==> src/logic/core_pkg.sv <==
package core_pkg;

    localparam int MEM_WORDS_LOG2 = 6; // 64 words of program memory

    typedef logic [31:0] word_t;
    typedef logic [4:0] reg_addr_t;
    typedef logic [MEM_WORDS_LOG2-1:0] mem_addr_t;

    // major opcodes of the supported subset
    typedef enum logic [6:0] {
        ISA_OPCODE_OP       = 7'b0110011,
        ISA_OPCODE_OP_IMMED = 7'b0010011,
        ISA_OPCODE_ENV      = 7'b1110011
    } opcode_t;

    typedef enum logic [3:0] {
        ALU_CTRL_ADD  = 4'd0,
        ALU_CTRL_SUB  = 4'd1,
        ALU_CTRL_AND  = 4'd2,
        ALU_CTRL_OR   = 4'd3,
        ALU_CTRL_XOR  = 4'd4,
        ALU_CTRL_SLT  = 4'd5,
        ALU_CTRL_SLTU = 4'd6,
        ALU_CTRL_SLL  = 4'd7,
        ALU_CTRL_SRL  = 4'd8,
        ALU_CTRL_SRA  = 4'd9
    } alu_ctrl_t;

    typedef enum logic [1:0] {
        UNIT_SEL_NONE = 2'd0,
        UNIT_SEL_MEM  = 2'd1,
        UNIT_SEL_ALU  = 2'd2
    } unit_sel_t;

    typedef enum logic [0:0] {
        MEM_CTRL_READ = 1'b0
    } mem_ctrl_t;

    typedef enum logic [2:0] {
        THREAD_STATE_INIT     = 3'd0,
        THREAD_STATE_FETCH_0  = 3'd1,
        THREAD_STATE_FETCH_1  = 3'd2,
        THREAD_STATE_OP       = 3'd3,
        THREAD_STATE_OP_IMMED = 3'd4,
        THREAD_STATE_INC_PC   = 3'd5,
        THREAD_STATE_BREAK    = 3'd6
    } thread_state_t;

    // register-register layout
    typedef struct packed {
        logic [6:0] funct7;
        reg_addr_t  rs2;
        reg_addr_t  rs1;
        logic [2:0] funct3;
        reg_addr_t  rd;
        opcode_t    opcode;
    } r_fmt_s;

    // register-immediate layout
    typedef struct packed {
        logic [11:0] imm12;
        reg_addr_t   rs1;
        logic [2:0]  funct3;
        reg_addr_t   rd;
        opcode_t     opcode;
    } i_fmt_s;

    typedef union packed {
        word_t  raw;
        r_fmt_s r_fmt;
        i_fmt_s i_fmt;
    } inst_u;

    // request from the thread to whichever unit sel names
    typedef struct packed {
        unit_sel_t                     sel;
        logic [$bits(alu_ctrl_t)-1:0]  ctrl; // alu_ctrl_t or mem_ctrl_t
        word_t                         in0;
        word_t                         in1;
    } unit_req_s;

    typedef struct packed {
        mem_addr_t addr;
        word_t     data;
    } load_s;

    typedef struct packed {
        logic      valid;
        reg_addr_t rd;
        word_t     data;
    } retire_s;

endpackage

==> src/logic/unit_mem.sv <==
`timescale 1ns/100ps

module unit_mem import core_pkg::*; (
    input  logic  clk,
    input  logic  rst,
    input  logic  run,
    input  word_t rd_addr,
    input  load_s load,
    input  logic  load_req,
    output word_t rd_data,
    output logic  load_ack
);
    word_t mem [2**MEM_WORDS_LOG2];
    mem_addr_t rd_index;
    logic load_take;

    assign rd_index = rd_addr[MEM_WORDS_LOG2+1:2]; // byte address to word index

    // a new request is taken once, while the thread is held
    assign load_take = load_req && !load_ack && !run;

    always_ff @(posedge clk) begin
        if (load_take) begin
            mem[load.addr] <= load.data;
        end
        rd_data <= mem[rd_index];
    end

    always_ff @(posedge clk, posedge rst) begin
        if (rst) begin
            load_ack <= 1'b0;
        end else if (load_take) begin
            load_ack <= 1'b1;
        end else if (!load_req) begin
            load_ack <= 1'b0; // closes the four-phase cycle
        end
    end

    req_held_until_ack: assert property (@(posedge clk) disable iff (rst)
        load_req && !load_ack |=> load_req && $stable(load)); // word steady until answered

    no_load_while_run: assert property (@(posedge clk) disable iff (rst)
        load_req |-> !run);

endmodule

==> config.mk <==
export PLATFORM = sky130hd
export DESIGN_NAME = unit_mem
export DESIGN_NICKNAME = d
export VERILOG_FILES = /design/src/logic/core_pkg.sv /design/src/logic/unit_mem.sv
export SDC_FILE = /design/constraint.sdc
export NUM_CORES = 2
export LEC_CHECK = 0
export ABC_AREA = 1
export BUFFER_PORTS_ARGS = -buffer_cell sky130_fd_sc_hd__buf_2
export CAP_MARGIN = 20
export CORE_MARGIN = 2
export CORE_UTILIZATION = 25
export DETAILED_ROUTE_END_ITERATION = 16
export PLACE_DENSITY = 0.43
export RECOVER_POWER = 25
export SYNTH_ARGS = -nofsm -noshare
export SYNTH_HDL_FRONTEND = slang
export SYNTH_SLANG_ARGS = --single-unit
==> constraint.sdc <==
create_clock -name clk -period 3.4 [get_ports clk]
set_clock_uncertainty 0.15 [all_clocks]
set_input_delay 0.17 -clock clk [delete_from_list [all_inputs] [get_ports clk]]
set_output_delay 0.17 -clock clk [all_outputs]
set_load 0.03 [all_outputs]
* Yosys cells after proc, flatten, opt, wreduce, memory -nomap -nowiden *
Memories as Yosys holds them, arrays and structs flattened. A register that Yosys moved wholly into a read port is not among the register bits.
Cells that the tools add are included.

operators by class
  $mul = 0
  equality and inequality tests = 1
  bitwise operators = 0
  shift-type cells = 0
  divide/modulo/power cells = 0
  $add $sub $neg = 0
  reduce and logical (&&, ||, !) cells = 4
  magnitude comparators = 0
  mux-type cells = 4

operators with widths
  operator              number
  $mux W1               4
  $logic_and A1 B1 Y1   2
  $logic_not A1 Y1      2
  $ne A2 B1 Y1 const B  1

storage, ports and cells
  logic and storage cells = 11
  input bits = 74
  bits in latches = 0
  memory bits (read-only) = 0
  memories = 1
  register bits after elaboration = 1
  RAM bits = 2048

memory list
  memory  words  width  rd ports  clocked after memory_dff  write ports  RTL line        text
  mem     64     32     1         1                         1            unit_mem.sv:13  word_t mem [2**MEM_WORDS_LOG2];

* Logic depth before layout (Yosys ltp) *
  depth in word-level cells = 5
  depth in mapped cells = 13

* Worst setup path before layout *
OpenSTA, ideal clock, no wires.

  kind = register to register
  from = register load_ack
  to = memory mem[0][0] (netlist bit) (enable)
  data required time = 2829 ps
  setup slack = 0 ps
  cell stages (with the launch flop) = 4
  arrival time = 2828 ps
  buffers on the path = 0
  library setup time = 421 ps
  cells stage by stage = dfrtp_1 nor3_1 nand4_1 nor2_1

between the ends
  word-level cells in the longest chain between the ends = 5

RTL lines
  item                               RTL line        text
  from (decl)                        unit_mem.sv:11  output logic load_ack
  from (signal assigned)             unit_mem.sv:31  load_ack <= 1'b0;
  from (signal assigned)             unit_mem.sv:33  load_ack <= 1'b1;
  from (signal assigned)             unit_mem.sv:35  load_ack <= 1'b0;
  $logic_not A1 Y1                   unit_mem.sv:20  assign load_take = load_req && !load_ack && !run;
  $logic_and A1 B1 Y1 (2 in series)  unit_mem.sv:20
  $mux W1                            unit_mem.sv:23  if (load_take) begin
  $mux W1 (implied by the code)      unit_mem.sv:24  mem[load.addr] <= load.data;
  to (decl)                          unit_mem.sv:13

No other way between the ends.

* Worst setup path after layout *
  from = register load_ack
  to = memory mem[51][17] (netlist bit) (enable)

Same word-level chain as after synthesis.

==> results.txt <==
Failing checks - max-capacitance violations, max-slew violations
R2R Path Start - load_ack
Post-CTS Repair Setup Buffers - 0
Netlist Area Pre-Place - 0.08281 mm2
Gate count after technology mapping - 6,759
Share of layout cells above drive strength 1 - 10.26%
RR Endpoint - mem[51][17]
Detailed Place HPWL - 155.6 mm
Port bufs - 80
Mapped Nets - 6,833
Commonest cells after routing, fill and taps aside - nand2_1 (2,224), edfxtp_1 (2,048), nand3_1 (1,920)
Fmax - 321.2 MHz
Total Wirelength - 271.8 mm
Final setup fails - 0
DP Cell Count - 11,082
Util after Layout - 29.58%
Non-filler instance count after layout - 11,541
Core area - 0.3300 mm2
Initial antenna violation count - 34
Slew margin rel. - -71.31%
Average vias per placed instance - 4.619
Clock Sinks - 2,081
Clk slew on worst S/H paths - 0.06 ns
Max VDD drop - 383.2 uV
Commonest non-fill, non-tap cell in the layout - nand2_1
IO Pins - 107
Clock root cell - clkbuf_16
CTS tree - done
YS warnings - 0
Row cnt - 211
Hold buffer count at CTS - 51
Largest net degree at the start of global routing - 123
Tcrit/Tclk final - 91.56%
GRT Overall Usage - 15.87%
First-pass GRT wire length - 385.2 mm
Setup tns final - 0 ns
Pleak - 33.55 nW
Mean post-synth cell area - 12.25 um2
Pwr/cell area - 563.6 mW/mm2
Multi-input gate area - 0.01874 mm2
RSZ-0062 raised after global routing - no
Minimum hold slack - 0.08601 ns
P&R area growth vs syn - 17.88%
Post-synthesis sequential area ratio - 75.07%
Die area - 0.3359 mm2
Synth area leader - edfxtp_1
Worst slew pin tran - 2.570 ns
Residual DRC - 0
Pre-Repair DR Iteration Count - 6
Placer Congestion - 0.7889
Total power - 55.02 mW
Routed len/inst - 23.55 um
# resized after CTS - 0
CP Data Arrival Time - 3.48 ns
Placed Area - 0.09041 mm2
Status - finished with violations
Final min period - 3.113 ns
Largest cells by area after synthesis - edfxtp_1 (74%), nand3_1 (12%), nand2_1 (10%)
Post-route ant nets - 0
Total of max-cap violations - 25
Grt ovf - 0
Reg2Reg Depth - 7
Design area - 0.09762 mm2
Vias in the first global route - 51,218
Chip Width - 579.5 um
Startpoint types - flip-flop
Max-slew violation count - 1,019
Tightest Hold Check Type - input pin to async pin
R2r setup slk - 0.29 ns
Yosys reg bits - 2,081
Number of nets in the layout - 7,066
Initial Util - 25.09%
CTS H-Tree Depth - 4
Endpoint class of the critical path - flip-flop
Num CTS Buffers - 220
Pre-CTS WS - 0.5732 ns
Insertion delay of the later-clocked pin in the worst-skew pair - 0.89 ns
Clock Path Buffers - 4
Register area - 0.06216 mm2
Die H - 579.5 um
Via count - 53,304
Share of the synthesized area in the top cell type - 74.26%
Fill cells - 33,362
Final hold vios - 0
Crit Path Class - flip-flop to flip-flop
Min setup slack post-route - 0.2869 ns
Starting DRT DRC Count - 4,975
Crit-path max FO - 8
Req. time, crit path - 3.77 ns
CP Launch Point - load_ack
Distinct cells, synth - 18
cell usage after synthesis:
library cell  count
clkbuf_1         69
buf_8             2
buf_1            43
nor3_1            1
nand3_1        1920
nand4_1           8
nand2_1        2224
inv_1            12
dfxtp_1          32
buf_6            22
dfrtp_1           1
buf_4            34
edfxtp_1       2048
inv_4             1
nor2_1           64
buf_2           275
inv_2             2
a21oi_1           1
cell type report:
class	instances	share of cell area, %
flip-flops and latches	2081	63.68
multi-input cells	4218	19.20
clock buffers	292	6.061
well taps	4366	5.596
repair buffers	456	4.466
clock inverters	100	0.8703
inverters	15	0.09613
diodes	13	0.03333
how the worst max path moves through the flow:
stage                       end  slack, ns  depth (start not counted)
global placement    rd_data[19]       0.55                         12
global route        mem[51][30]       0.12                          7
CTS                 mem[51][17]       0.30                          7
floorplan             mem[0][0]     0.0004                          3
detailed placement  rd_data[24]       0.57                         12
finish              mem[51][17]       0.29                          7
kinds of logic (layout without fill, tap and decap cells):
kind of cell | after synthesis | in the layout | share of synthesized area [%]
buffers and inverters | 460 | 863 | 2.884
AND/OR/NAND/NOR | 4217 | 4217 | 22.04
other | 0 | 13 | 0
AO/OA/AOI/OAI | 1 | 1 | 0.006038
flip-flops | 2081 | 2081 | 75.07
layer usage:
layer  global-route usage, %  share of wire [%]
met1                   21.35                 44
met2                   26.52                 48
met3                   2.048                5.1
met4                   4.958                3.1
met5                       0              0.014
where the power goes:
group	internal [mW]	switching, mW	leakage (nW)	total [mW]
combinational	0.876	2.67	11.5	3.55
clock	13.1	9.99	3.32	23.1
sequential	28.3	0.0584	18.7	28.3
sequential cells by signal (all words and copies together) (netlist names):
name and flops:
rd_data 32, load_ack 1, mem 2048
critical path: stages (launching register included):
cell and delay (ns):
dfrtp_1 0.39, nor3_1 0.21, buf_4 0.22, nand4_1 0.09, dlygate4sd3_1 0.58, buf_4 0.16
nor2_4 0.14, dlygate4sd3_1 0.82
Power figures use the tool's default switching activity.
