**src/logic/core_pkg.sv**
```systemverilog
package core_pkg;

    localparam int MEM_WORDS_LOG2 = 6; // 64 words of program memory

    typedef logic [31:0] word_t;
    typedef logic [4:0] reg_addr_t;
    typedef logic [MEM_WORDS_LOG2-1:0] mem_addr_t;

    // major opcodes of the supported subset
    typedef enum logic [6:0] {
        ISA_OPCODE_OP       = 7'b0110011,
        ISA_OPCODE_OP_IMMED = 7'b0010011,
        ISA_OPCODE_ENV      = 7'b1110011
    } opcode_t;

    typedef enum logic [3:0] {
        ALU_CTRL_ADD  = 4'd0,
        ALU_CTRL_SUB  = 4'd1,
        ALU_CTRL_AND  = 4'd2,
        ALU_CTRL_OR   = 4'd3,
        ALU_CTRL_XOR  = 4'd4,
        ALU_CTRL_SLT  = 4'd5,
        ALU_CTRL_SLTU = 4'd6,
        ALU_CTRL_SLL  = 4'd7,
        ALU_CTRL_SRL  = 4'd8,
        ALU_CTRL_SRA  = 4'd9
    } alu_ctrl_t;

    typedef enum logic [1:0] {
        UNIT_SEL_NONE = 2'd0,
        UNIT_SEL_MEM  = 2'd1,
        UNIT_SEL_ALU  = 2'd2
    } unit_sel_t;

    typedef enum logic [0:0] {
        MEM_CTRL_READ = 1'b0
    } mem_ctrl_t;

    typedef enum logic [2:0] {
        THREAD_STATE_INIT     = 3'd0,
        THREAD_STATE_FETCH_0  = 3'd1,
        THREAD_STATE_FETCH_1  = 3'd2,
        THREAD_STATE_OP       = 3'd3,
        THREAD_STATE_OP_IMMED = 3'd4,
        THREAD_STATE_INC_PC   = 3'd5,
        THREAD_STATE_BREAK    = 3'd6
    } thread_state_t;

    // register-register layout
    typedef struct packed {
        logic [6:0] funct7;
        reg_addr_t  rs2;
        reg_addr_t  rs1;
        logic [2:0] funct3;
        reg_addr_t  rd;
        opcode_t    opcode;
    } r_fmt_s;

    // register-immediate layout
    typedef struct packed {
        logic [11:0] imm12;
        reg_addr_t   rs1;
        logic [2:0]  funct3;
        reg_addr_t   rd;
        opcode_t     opcode;
    } i_fmt_s;

    typedef union packed {
        word_t  raw;
        r_fmt_s r_fmt;
        i_fmt_s i_fmt;
    } inst_u;

    // request from the thread to whichever unit sel names
    typedef struct packed {
        unit_sel_t                     sel;
        logic [$bits(alu_ctrl_t)-1:0]  ctrl; // alu_ctrl_t or mem_ctrl_t
        word_t                         in0;
        word_t                         in1;
    } unit_req_s;

    typedef struct packed {
        mem_addr_t addr;
        word_t     data;
    } load_s;

    typedef struct packed {
        logic      valid;
        reg_addr_t rd;
        word_t     data;
    } retire_s;

endpackage

```
**src/logic/reg_file.sv**
```systemverilog
`timescale 1ns/100ps

module reg_file import core_pkg::*; (
    input  logic      clk,
    input  logic      rst,
    input  logic      write_en,
    input  reg_addr_t rd_addr,
    input  reg_addr_t rs1_addr,
    input  reg_addr_t rs2_addr,
    input  word_t     rd_data,
    output word_t     rs1_data,
    output word_t     rs2_data
);
    word_t regs [32];

    always_ff @(posedge clk, posedge rst) begin
        if (rst) begin
            for (int i = 0; i < 32; i++) begin
                regs[i] <= '0;
            end
        end else if (write_en && rd_addr != '0) begin // x0 stays zero
            regs[rd_addr] <= rd_data;
        end
    end

    assign rs1_data = (rs1_addr == '0) ? '0 : regs[rs1_addr];
    assign rs2_data = (rs2_addr == '0) ? '0 : regs[rs2_addr];

endmodule

```
**src/logic/inst_decode.sv**
```systemverilog
`timescale 1ns/100ps

module inst_decode import core_pkg::*; (
    input  inst_u     inst,
    output alu_ctrl_t alu_ctrl,
    output word_t     immed
);
    logic is_op;
    logic alt; // funct7 bit 5 selects sub / sra

    assign is_op = (inst.r_fmt.opcode == ISA_OPCODE_OP);
    assign alt = inst.r_fmt.funct7[5];

    always_comb begin
        case (inst.r_fmt.funct3)
            3'b000: begin
                if (is_op && alt) begin
                    alu_ctrl = ALU_CTRL_SUB;
                end else begin
                    alu_ctrl = ALU_CTRL_ADD; // addi has no sub form
                end
            end
            3'b001: alu_ctrl = ALU_CTRL_SLL;
            3'b010: alu_ctrl = ALU_CTRL_SLT;
            3'b011: alu_ctrl = ALU_CTRL_SLTU;
            3'b100: alu_ctrl = ALU_CTRL_XOR;
            3'b101: begin
                if (alt) begin
                    alu_ctrl = ALU_CTRL_SRA; // also srai
                end else begin
                    alu_ctrl = ALU_CTRL_SRL;
                end
            end
            3'b110: alu_ctrl = ALU_CTRL_OR;
            default: alu_ctrl = ALU_CTRL_AND;
        endcase
    end

    assign immed = {{20{inst.i_fmt.imm12[11]}}, inst.i_fmt.imm12};

endmodule

```
**src/logic/thread.sv**
```systemverilog
`timescale 1ns/100ps

module thread import core_pkg::*; (
    input  logic      clk,
    input  logic      rst,
    input  logic      run,
    input  word_t     unit_out,
    output unit_req_s unit_req,
    output retire_s   retire,
    output logic      halted
);
    thread_state_t state;
    thread_state_t next_state;
    logic [2:0] ic; // step within the current instruction
    logic [2:0] next_ic;
    word_t pc;
    word_t next_pc;
    inst_u inst;
    inst_u next_inst;

    logic write_en;
    reg_addr_t rd_addr;
    reg_addr_t rs1_addr;
    reg_addr_t rs2_addr;
    word_t rs1_data;
    word_t rs2_data;
    word_t wb_data;

    alu_ctrl_t alu_ctrl;
    word_t immed;

    reg_file reg_file_i (
        .clk      (clk),
        .rst      (rst),
        .write_en (write_en),
        .rd_addr  (rd_addr),
        .rs1_addr (rs1_addr),
        .rs2_addr (rs2_addr),
        .rd_data  (unit_out),
        .rs1_data (rs1_data),
        .rs2_data (rs2_data)
    );

    inst_decode inst_decode_i (
        .inst     (inst),
        .alu_ctrl (alu_ctrl),
        .immed    (immed)
    );

    assign wb_data = (rd_addr == '0) ? '0 : unit_out; // x0 reads back as zero
    assign halted = (state == THREAD_STATE_BREAK);

    always_ff @(posedge clk, posedge rst) begin
        if (rst) begin
            state <= THREAD_STATE_INIT;
            ic <= '0;
            pc <= '0;
            inst <= '0;
            retire <= '0;
        end else begin
            state <= next_state;
            ic <= next_ic;
            pc <= next_pc;
            inst <= next_inst;
            retire.valid <= write_en;
            retire.rd <= rd_addr;
            retire.data <= wb_data;
        end
    end

    always_comb begin
        next_ic = ic;
        next_pc = pc;
        next_inst = inst;
        unit_req.sel = UNIT_SEL_NONE;
        unit_req.ctrl = '0;
        unit_req.in0 = '0;
        unit_req.in1 = '0;
        write_en = 1'b0;
        rd_addr = '0;
        rs1_addr = '0;
        rs2_addr = '0;

        case (state)
            THREAD_STATE_INIT: begin
                next_ic = '0;
                next_pc = '0;
                next_inst = '0;
            end
            THREAD_STATE_FETCH_0: begin
                next_ic = 3'd1;
                unit_req.sel = UNIT_SEL_MEM;
                unit_req.ctrl = 4'(MEM_CTRL_READ);
                unit_req.in0 = pc;
            end
            THREAD_STATE_FETCH_1: begin
                next_ic = ic + 3'd1;
                next_inst.raw = unit_out;
                unit_req.sel = UNIT_SEL_MEM;
                unit_req.ctrl = 4'(MEM_CTRL_READ);
                unit_req.in0 = pc;
            end
            THREAD_STATE_OP: begin
                next_ic = ic + 3'd1;
                unit_req.sel = UNIT_SEL_ALU;
                unit_req.ctrl = alu_ctrl;
                unit_req.in0 = rs1_data;
                unit_req.in1 = rs2_data;
                write_en = 1'b1;
                rd_addr = inst.r_fmt.rd;
                rs1_addr = inst.r_fmt.rs1;
                rs2_addr = inst.r_fmt.rs2;
            end
            THREAD_STATE_OP_IMMED: begin
                next_ic = ic + 3'd1;
                unit_req.sel = UNIT_SEL_ALU;
                unit_req.ctrl = alu_ctrl;
                unit_req.in0 = rs1_data;
                unit_req.in1 = immed;
                write_en = 1'b1;
                rd_addr = inst.i_fmt.rd;
                rs1_addr = inst.i_fmt.rs1;
            end
            THREAD_STATE_INC_PC: begin
                next_ic = ic + 3'd1;
                next_pc = unit_out;
                unit_req.sel = UNIT_SEL_ALU;
                unit_req.ctrl = ALU_CTRL_ADD;
                unit_req.in0 = pc;
                unit_req.in1 = 32'd4;
            end
            THREAD_STATE_BREAK: begin
            end
            default: begin
                next_ic = '0;
                next_pc = '0;
                next_inst = '0;
            end
        endcase
    end

    // next state from the opcode of the word being held and the step count
    always_comb begin
        case (next_inst.r_fmt.opcode)
            ISA_OPCODE_OP: begin
                case (next_ic)
                    3'd1: next_state = THREAD_STATE_FETCH_1;
                    3'd2: next_state = THREAD_STATE_OP;
                    3'd3: next_state = THREAD_STATE_INC_PC;
                    default: next_state = THREAD_STATE_FETCH_0;
                endcase
            end
            ISA_OPCODE_OP_IMMED: begin
                case (next_ic)
                    3'd1: next_state = THREAD_STATE_FETCH_1;
                    3'd2: next_state = THREAD_STATE_OP_IMMED;
                    3'd3: next_state = THREAD_STATE_INC_PC;
                    default: next_state = THREAD_STATE_FETCH_0;
                endcase
            end
            default: begin // env and unknown opcodes stop the thread
                case (next_ic)
                    3'd1: next_state = THREAD_STATE_FETCH_1;
                    3'd2: next_state = THREAD_STATE_BREAK;
                    default: next_state = THREAD_STATE_FETCH_0;
                endcase
            end
        endcase
        if (state == THREAD_STATE_INIT && !run) begin
            next_state = THREAD_STATE_INIT; // hold until released
        end
    end

    state_legal: assert property (@(posedge clk) disable iff (rst)
        state inside {THREAD_STATE_INIT, THREAD_STATE_FETCH_0, THREAD_STATE_FETCH_1,
                      THREAD_STATE_OP, THREAD_STATE_OP_IMMED, THREAD_STATE_INC_PC,
                      THREAD_STATE_BREAK});

endmodule

```
**config.mk**
```make
export PLATFORM = sky130hd
export DESIGN_NAME = thread
export DESIGN_NICKNAME = d
export VERILOG_FILES = /design/src/logic/core_pkg.sv /design/src/logic/reg_file.sv /design/src/logic/inst_decode.sv /design/src/logic/thread.sv
export SDC_FILE = /design/constraint.sdc
export NUM_CORES = 2
export LEC_CHECK = 0
export ABC_AREA = 0
export BUFFER_PORTS_ARGS = -buffer_cell sky130_fd_sc_hd__buf_2
export CAP_MARGIN = 20
export CORE_ASPECT_RATIO = 1.4
export CORE_MARGIN = 3
export CORE_UTILIZATION = 40
export DETAILED_ROUTE_END_ITERATION = 16
export GPL_ROUTABILITY_DRIVEN = 0
export PLACE_DENSITY_LB_ADDON = 0.3
export SLEW_MARGIN = 5
export SYNTH_ARGS = -nofsm -noshare
export SYNTH_HDL_FRONTEND = slang
export SYNTH_SLANG_ARGS = --single-unit
export TNS_END_PERCENT = 50
```
**constraint.sdc**
```tcl
create_clock -name clk -period 39.8 [get_ports clk]
set_input_delay 3.98 -clock clk [delete_from_list [all_inputs] [get_ports clk]]
set_output_delay 3.98 -clock clk [all_outputs]
set_load 0.02 [all_outputs]
```
Word level (Yosys, flattened, before mapping)
Index checks and enable logic that the tools add are counted.

Flip-flop bits (word level): 1132. Bits of input ports: 35. Output and inout port bits: 109. Word-level logic and storage cells: 111.

Add/subtract/negate cells: 1. Order comparisons: 4. Equal/unequal tests: 18. Multiplexer cells: 29. Bitwise operators: 3. Reduce and logical (&&, ||, !) cells: 16.

Operator list (count): $bwmux 1024 (1); $bmux 32 s5 (2); $mux 32 (8); $demux 32 s5 (1); $pmux 32 s2 (2); $pmux 38 s3 (1); $pmux 32 s3 (1); $pmux 4 s7 (1); $pmux 3 s3 (3); $eq 3x2->1 const B (6); $eq 3x3->1 const B (6); $ge 6x6->1 const B (3); $not 5->6 (3); $logic_not 5->1 (3); $mux 5 (3); $eq 7x6->1 const B (2); $pmux 3 s2 (2); $reduce_or 5->1 (2); $eq 3x1->1 const B (3); $eq 7x5->1 const B (1); $logic_not 3->1 (2); $lt 6x1->1 const B (1); $reduce_bool 5->1 (1); $logic_and 1x1->1 (4); 6 further kinds (9).

Longest topological paths before layout
Word-level depth: 9. Mapped depth: 11. Depth with buffers taken out: 7.

By module
Synthesis repeated with hierarchy kept, for this count alone.

Cells, all modules: 4034. Area total of the unflattened synthesis: 59940.0 sq um.

Modules (own cells, without submodules): reg_file (times used 1, cells each 3614, area each 54892.6 sq um, seq. area each 25624.6 sq um); thread (times used 1, cells each 377, area each 4722.0 sq um, seq. area each 2702.6 sq um); inst_decode (times used 1, cells each 43, area each 325.3 sq um, seq. area each 0.0 sq um).

Least setup slack after synthesis
OpenSTA, ideal clock, no wires.

Kind: register to output. Start: reg state[2]. End: out unit_req[16] in the netlist's numbering. Arrival time: 2.450 ns. Path slack: 33.370 ns. Cell stages (with the launch flop): 12. Buffers on the path: 5. Cells stage by stage: dfrtp_1 -> buf_2 -> nand3b_2 -> buf_4 -> buf_2 -> buf_4 -> buf_2 -> nor2_1 -> a21oi_1 -> o31ai_1 -> a21oi_1 -> o31ai_1.

RTL lines: from (decl) (line thread.sv:12) `thread_state_t state;`; from (signal assigned) (line thread.sv:61) `state <= next_state;`; to (decl) (line thread.sv:8) `output unit_req_s unit_req,`.

==> results.txt <==
Routed Antenna Nets - 0
Post-synthesis mux area share - 0.2262
Final hold violations - 0
Critical-path cell list - nand4b_1 > nand2_4 > buf_4 > buf_4 > mux2i_1 > a2111oi_0 > o32ai_1 > a221oi_1 > buf_2
Post-synthesis register bit count - 1132
Critical register-to-register path startpoint - state[0]$_DFF_PP0_
Clock transition at path regs - 70 ps
Post-synthesis simple-gate area fraction - 0.07189
Synthesized instance count - 5585
Initial antenna violation count - 29
Pre-CTS setup slack - 30040 ps
Layout Utilization - 0.4431
Mapped Nets - 5622
Fin crit period - 10720 ps
Peak supply drop - 41.08 uV
Total grt overflow - 0
RR Endpoint - reg_file_i.regs[592]$_DFFE_PP0P_
Main synth FF type - dfrtp_1
H-tree level count - 3
Fin worst setup slack - 29080 ps
Compound-Gate Fraction of Synth Area - 0.1887
Avg WL per Cell - 34.72 um
First-pass GRT wire length - 365.8 mm
Full die area - 0.1575 mm2
Fin crit share - 0.2694
CTS buffer count - 119
DRT Wirelength - 257.5 mm
Int Power - 0.002725 W
Outcome - finished clean
Register area share after synthesis - 0.4639
Critical path origin - state[0]$_DFF_PP0_
Hpwl dp - 147.1 mm
CP peak stage delay - 1060 ps
Net Switching - 0.001706 W
CP max stage cell - nand2_4
Clock network power share - 0.266
Fin nets - 5380
CP top delay family - simple AND/OR/NAND/NOR gates
Vias in the first global route - 51020
Synth async-reset ratio - 1.000
Fin. max-slew vios - 0
Share of post-route cells with drive strength above 1 - 0.2815
Area share of the largest cell type after synthesis - 0.4639
Drt pass-1 iters - 9
# hold bufs at CTS - 0
Dominant cell type by area after synthesis - dfrtp_1
Top Ports - 144
Setup TNS - 0 ps
Largest net degree at the start of global routing - 186
Buf+Inv Stages, Crit Path - 3
Number of synthesized flops with an enable pin - 0
Netlist cell types - 90
Avg Cell Area, Syn - 10.93 um2
Startpoint Class - flip-flop
CP max FO - 48
Chip height - 468.3 um
Leakage power - 27.64 nW
Skew final - 35.36 ps
Type of destination of the critical path - primary output
Total Routing Usage GR - 0.3181
Max Cap Viol - 0
DR vias - 52110
PD cells - 65.95 mW/mm2
Min-delay worst type - flip-flop to flip-flop
CTS tree - yes
Worst-case reg-to-reg path depth - 8
Combinational fraction of design power - 0.339
Unrepaired setup endpoints after global routing - false
Hold path startpoint - reg_file_i.regs[1011]$_DFFE_PP0P_
Die X - 336.2 um
Worst slew pin tran - 1220 ps
Vias/cell - 7.026
CP required - 35820 ps
Final Non-Filler Cells - 7417
Critical Path Stages - 9
Initial Utilization - 0.4028
Worst-Skew Late Latency - 770 ps
Final routed DRC violation total - 0
Cts repair resizes - 0
Synth Area in XOR/XNOR - 0.0004303
Dominant cells by area after synthesis - dfrtp_1 (46%), mux2_2 (17%), a221oi_1 (3.9%), mux2i_1 (3.4%), a21oi_1 (3.0%)
Clock Path Buffers - 3
Yosys warnings - 0
Sequential share of power - 0.395
Fmax - 0.09325 GHz
Critical path class - flip-flop to primary output
Sw frac - 0.3850
Standard-cell rows - 169
Setup violations, final - 0
Sink Count - 1132
# placed instances - 7185
R2R setup slack - 34800 ps
Initial DRC count - 6864
Core Footprint - 0.1516 mm2
PortBufs - 143
Mapped Area - 0.06107 mm2
Cell mode on critical path - buf_4
Post-CTS Setup Bufs - 0
Largest family of logic cells by synthesized area - multiplexers
Root buffer cell - clkbuf_16
CP arrival - 6740 ps
Area Growth Syn to Fin - 10.00%
Rel. slew slack - 0.1839
CP Capture Point - unit_req[48]
Adder-Cell Fraction of Synth Area - 0.0004098
-- area by class of cell --
class | instances | area, um2
multi-input combinational | 3772 | 30120
clock buffer | 171 | 3577
inverter | 23 | 93.84
timing repair buffer | 295 | 2038
fill | 14240 | 84440
tap | 1966 | 2460
antenna | 12 | 30.03
sequential | 1132 | 28350
clock inverter | 46 | 510.5
-- cell families (layout without fill, tap and decap cells) --
logic type               after synthesis  count (layout)
AO/OA/AOI/OAI                       1580            1580
XOR/XNOR                               3               3
adder cells (fa/ha/maj)                2               2
buffers and inverters                681             535
flip-flops                          1132            1132
multiplexers                        1244            1244
other                                  0              12
AND/OR/NAND/NOR                      943             943
-- worst min-delay path by stage --
stage	endpoint	slack, ps	cells after the start
floorplan	reg_file_i.regs[992]$_DFFE_PP0P_	450	1
global placement	reg_file_i.regs[1010]$_DFFE_PP0P_	390	0
detailed placement	reg_file_i.regs[1011]$_DFFE_PP0P_	390	0
CTS	reg_file_i.regs[993]$_DFFE_PP0P_	400	0
global route	reg_file_i.regs[996]$_DFFE_PP0P_	420	0
finish	reg_file_i.regs[1011]$_DFFE_PP0P_	400	0
-- synth_stat cells (22+ instances only) --
cell type and n:
dfrtp_1 1132, o31ai_1 50, a21oi_1 362, mux2_2 941, a211oi_1 76, nor2_1 210
buf_1 63, o21ai_0 117, o22ai_1 63, a221oi_1 272, o221ai_1 50, o211ai_1 43
clkbuf_1 320, and3_1 37, nor3_1 121, nand3_1 59, a211o_1 35, mux2_1 89
a31oi_1 101, a22o_1 66, a2bb2oi_1 22, and2_1 47, o32ai_1 22, mux2i_1 208
nand2_1 364, buf_4 25, buf_2 250, a221o_1 41
-- placed cells by master, fill, tap and decap left out, types with 121 or more instances in the layout --
cell type	instances
nor2_1	200
nand2_1	349
buf_4	138
a21oi_1	359
dfrtp_1	1126
buf_2	143
nor3_1	121
mux2_2	941
a221oi_1	272
mux2i_1	208
clkbuf_16	122
-- power groups by stage --
| stage | clock, W | combinational, W | sequential [W] |
|---|---|---|---|
| after floorplan | 0 | 0.00102 | 0.00167 |
| after CTS | 0.00119 | 0.00146 | 0.00174 |
| after global placement | 0 | 0.00143 | 0.00174 |
| after detailed placement | 0 | 0.00145 | 0.00176 |
| after global routing | 0.00123 | 0.00157 | 0.00178 |
| final | 0.00118 | 0.00150 | 0.00175 |
-- flip-flops by register name (all words and copies together) (netlist names) --
signal,count
ic,3
reg_file_i.regs,1024
state,3
retire,38
pc,32
inst,32
-- layer usage --
layer	global-route usage	wire [um]	vias to the layer above
met5	0	101	-
met4	0.2350	21340	14
met3	0.07446	27300	1084
met2	0.4904	114900	3748
met1	0.3888	93890	26520
li1	-	-	20740
-- through the flow --
stage	hold WS (ps)	cell area, um2	total power [W]
floorplan	450.3	61070	0.002684
global placement	387.3	62960	0.003173
detailed placement	389.9	63000	0.003210
CTS	403.9	67080	0.004383
global route	415.2	67150	0.004587
finish	404.0	67180	0.004431
-- worst reg2reg max path, delay by kind of cell (launching register included) --
kind / cells / cell delay [ps]
buf+inv: 3 / 1500
mux: 1 / 460
flops: 1 / 1000
simple gates: 4 / 1890
Power figures use the tool's default switching activity.
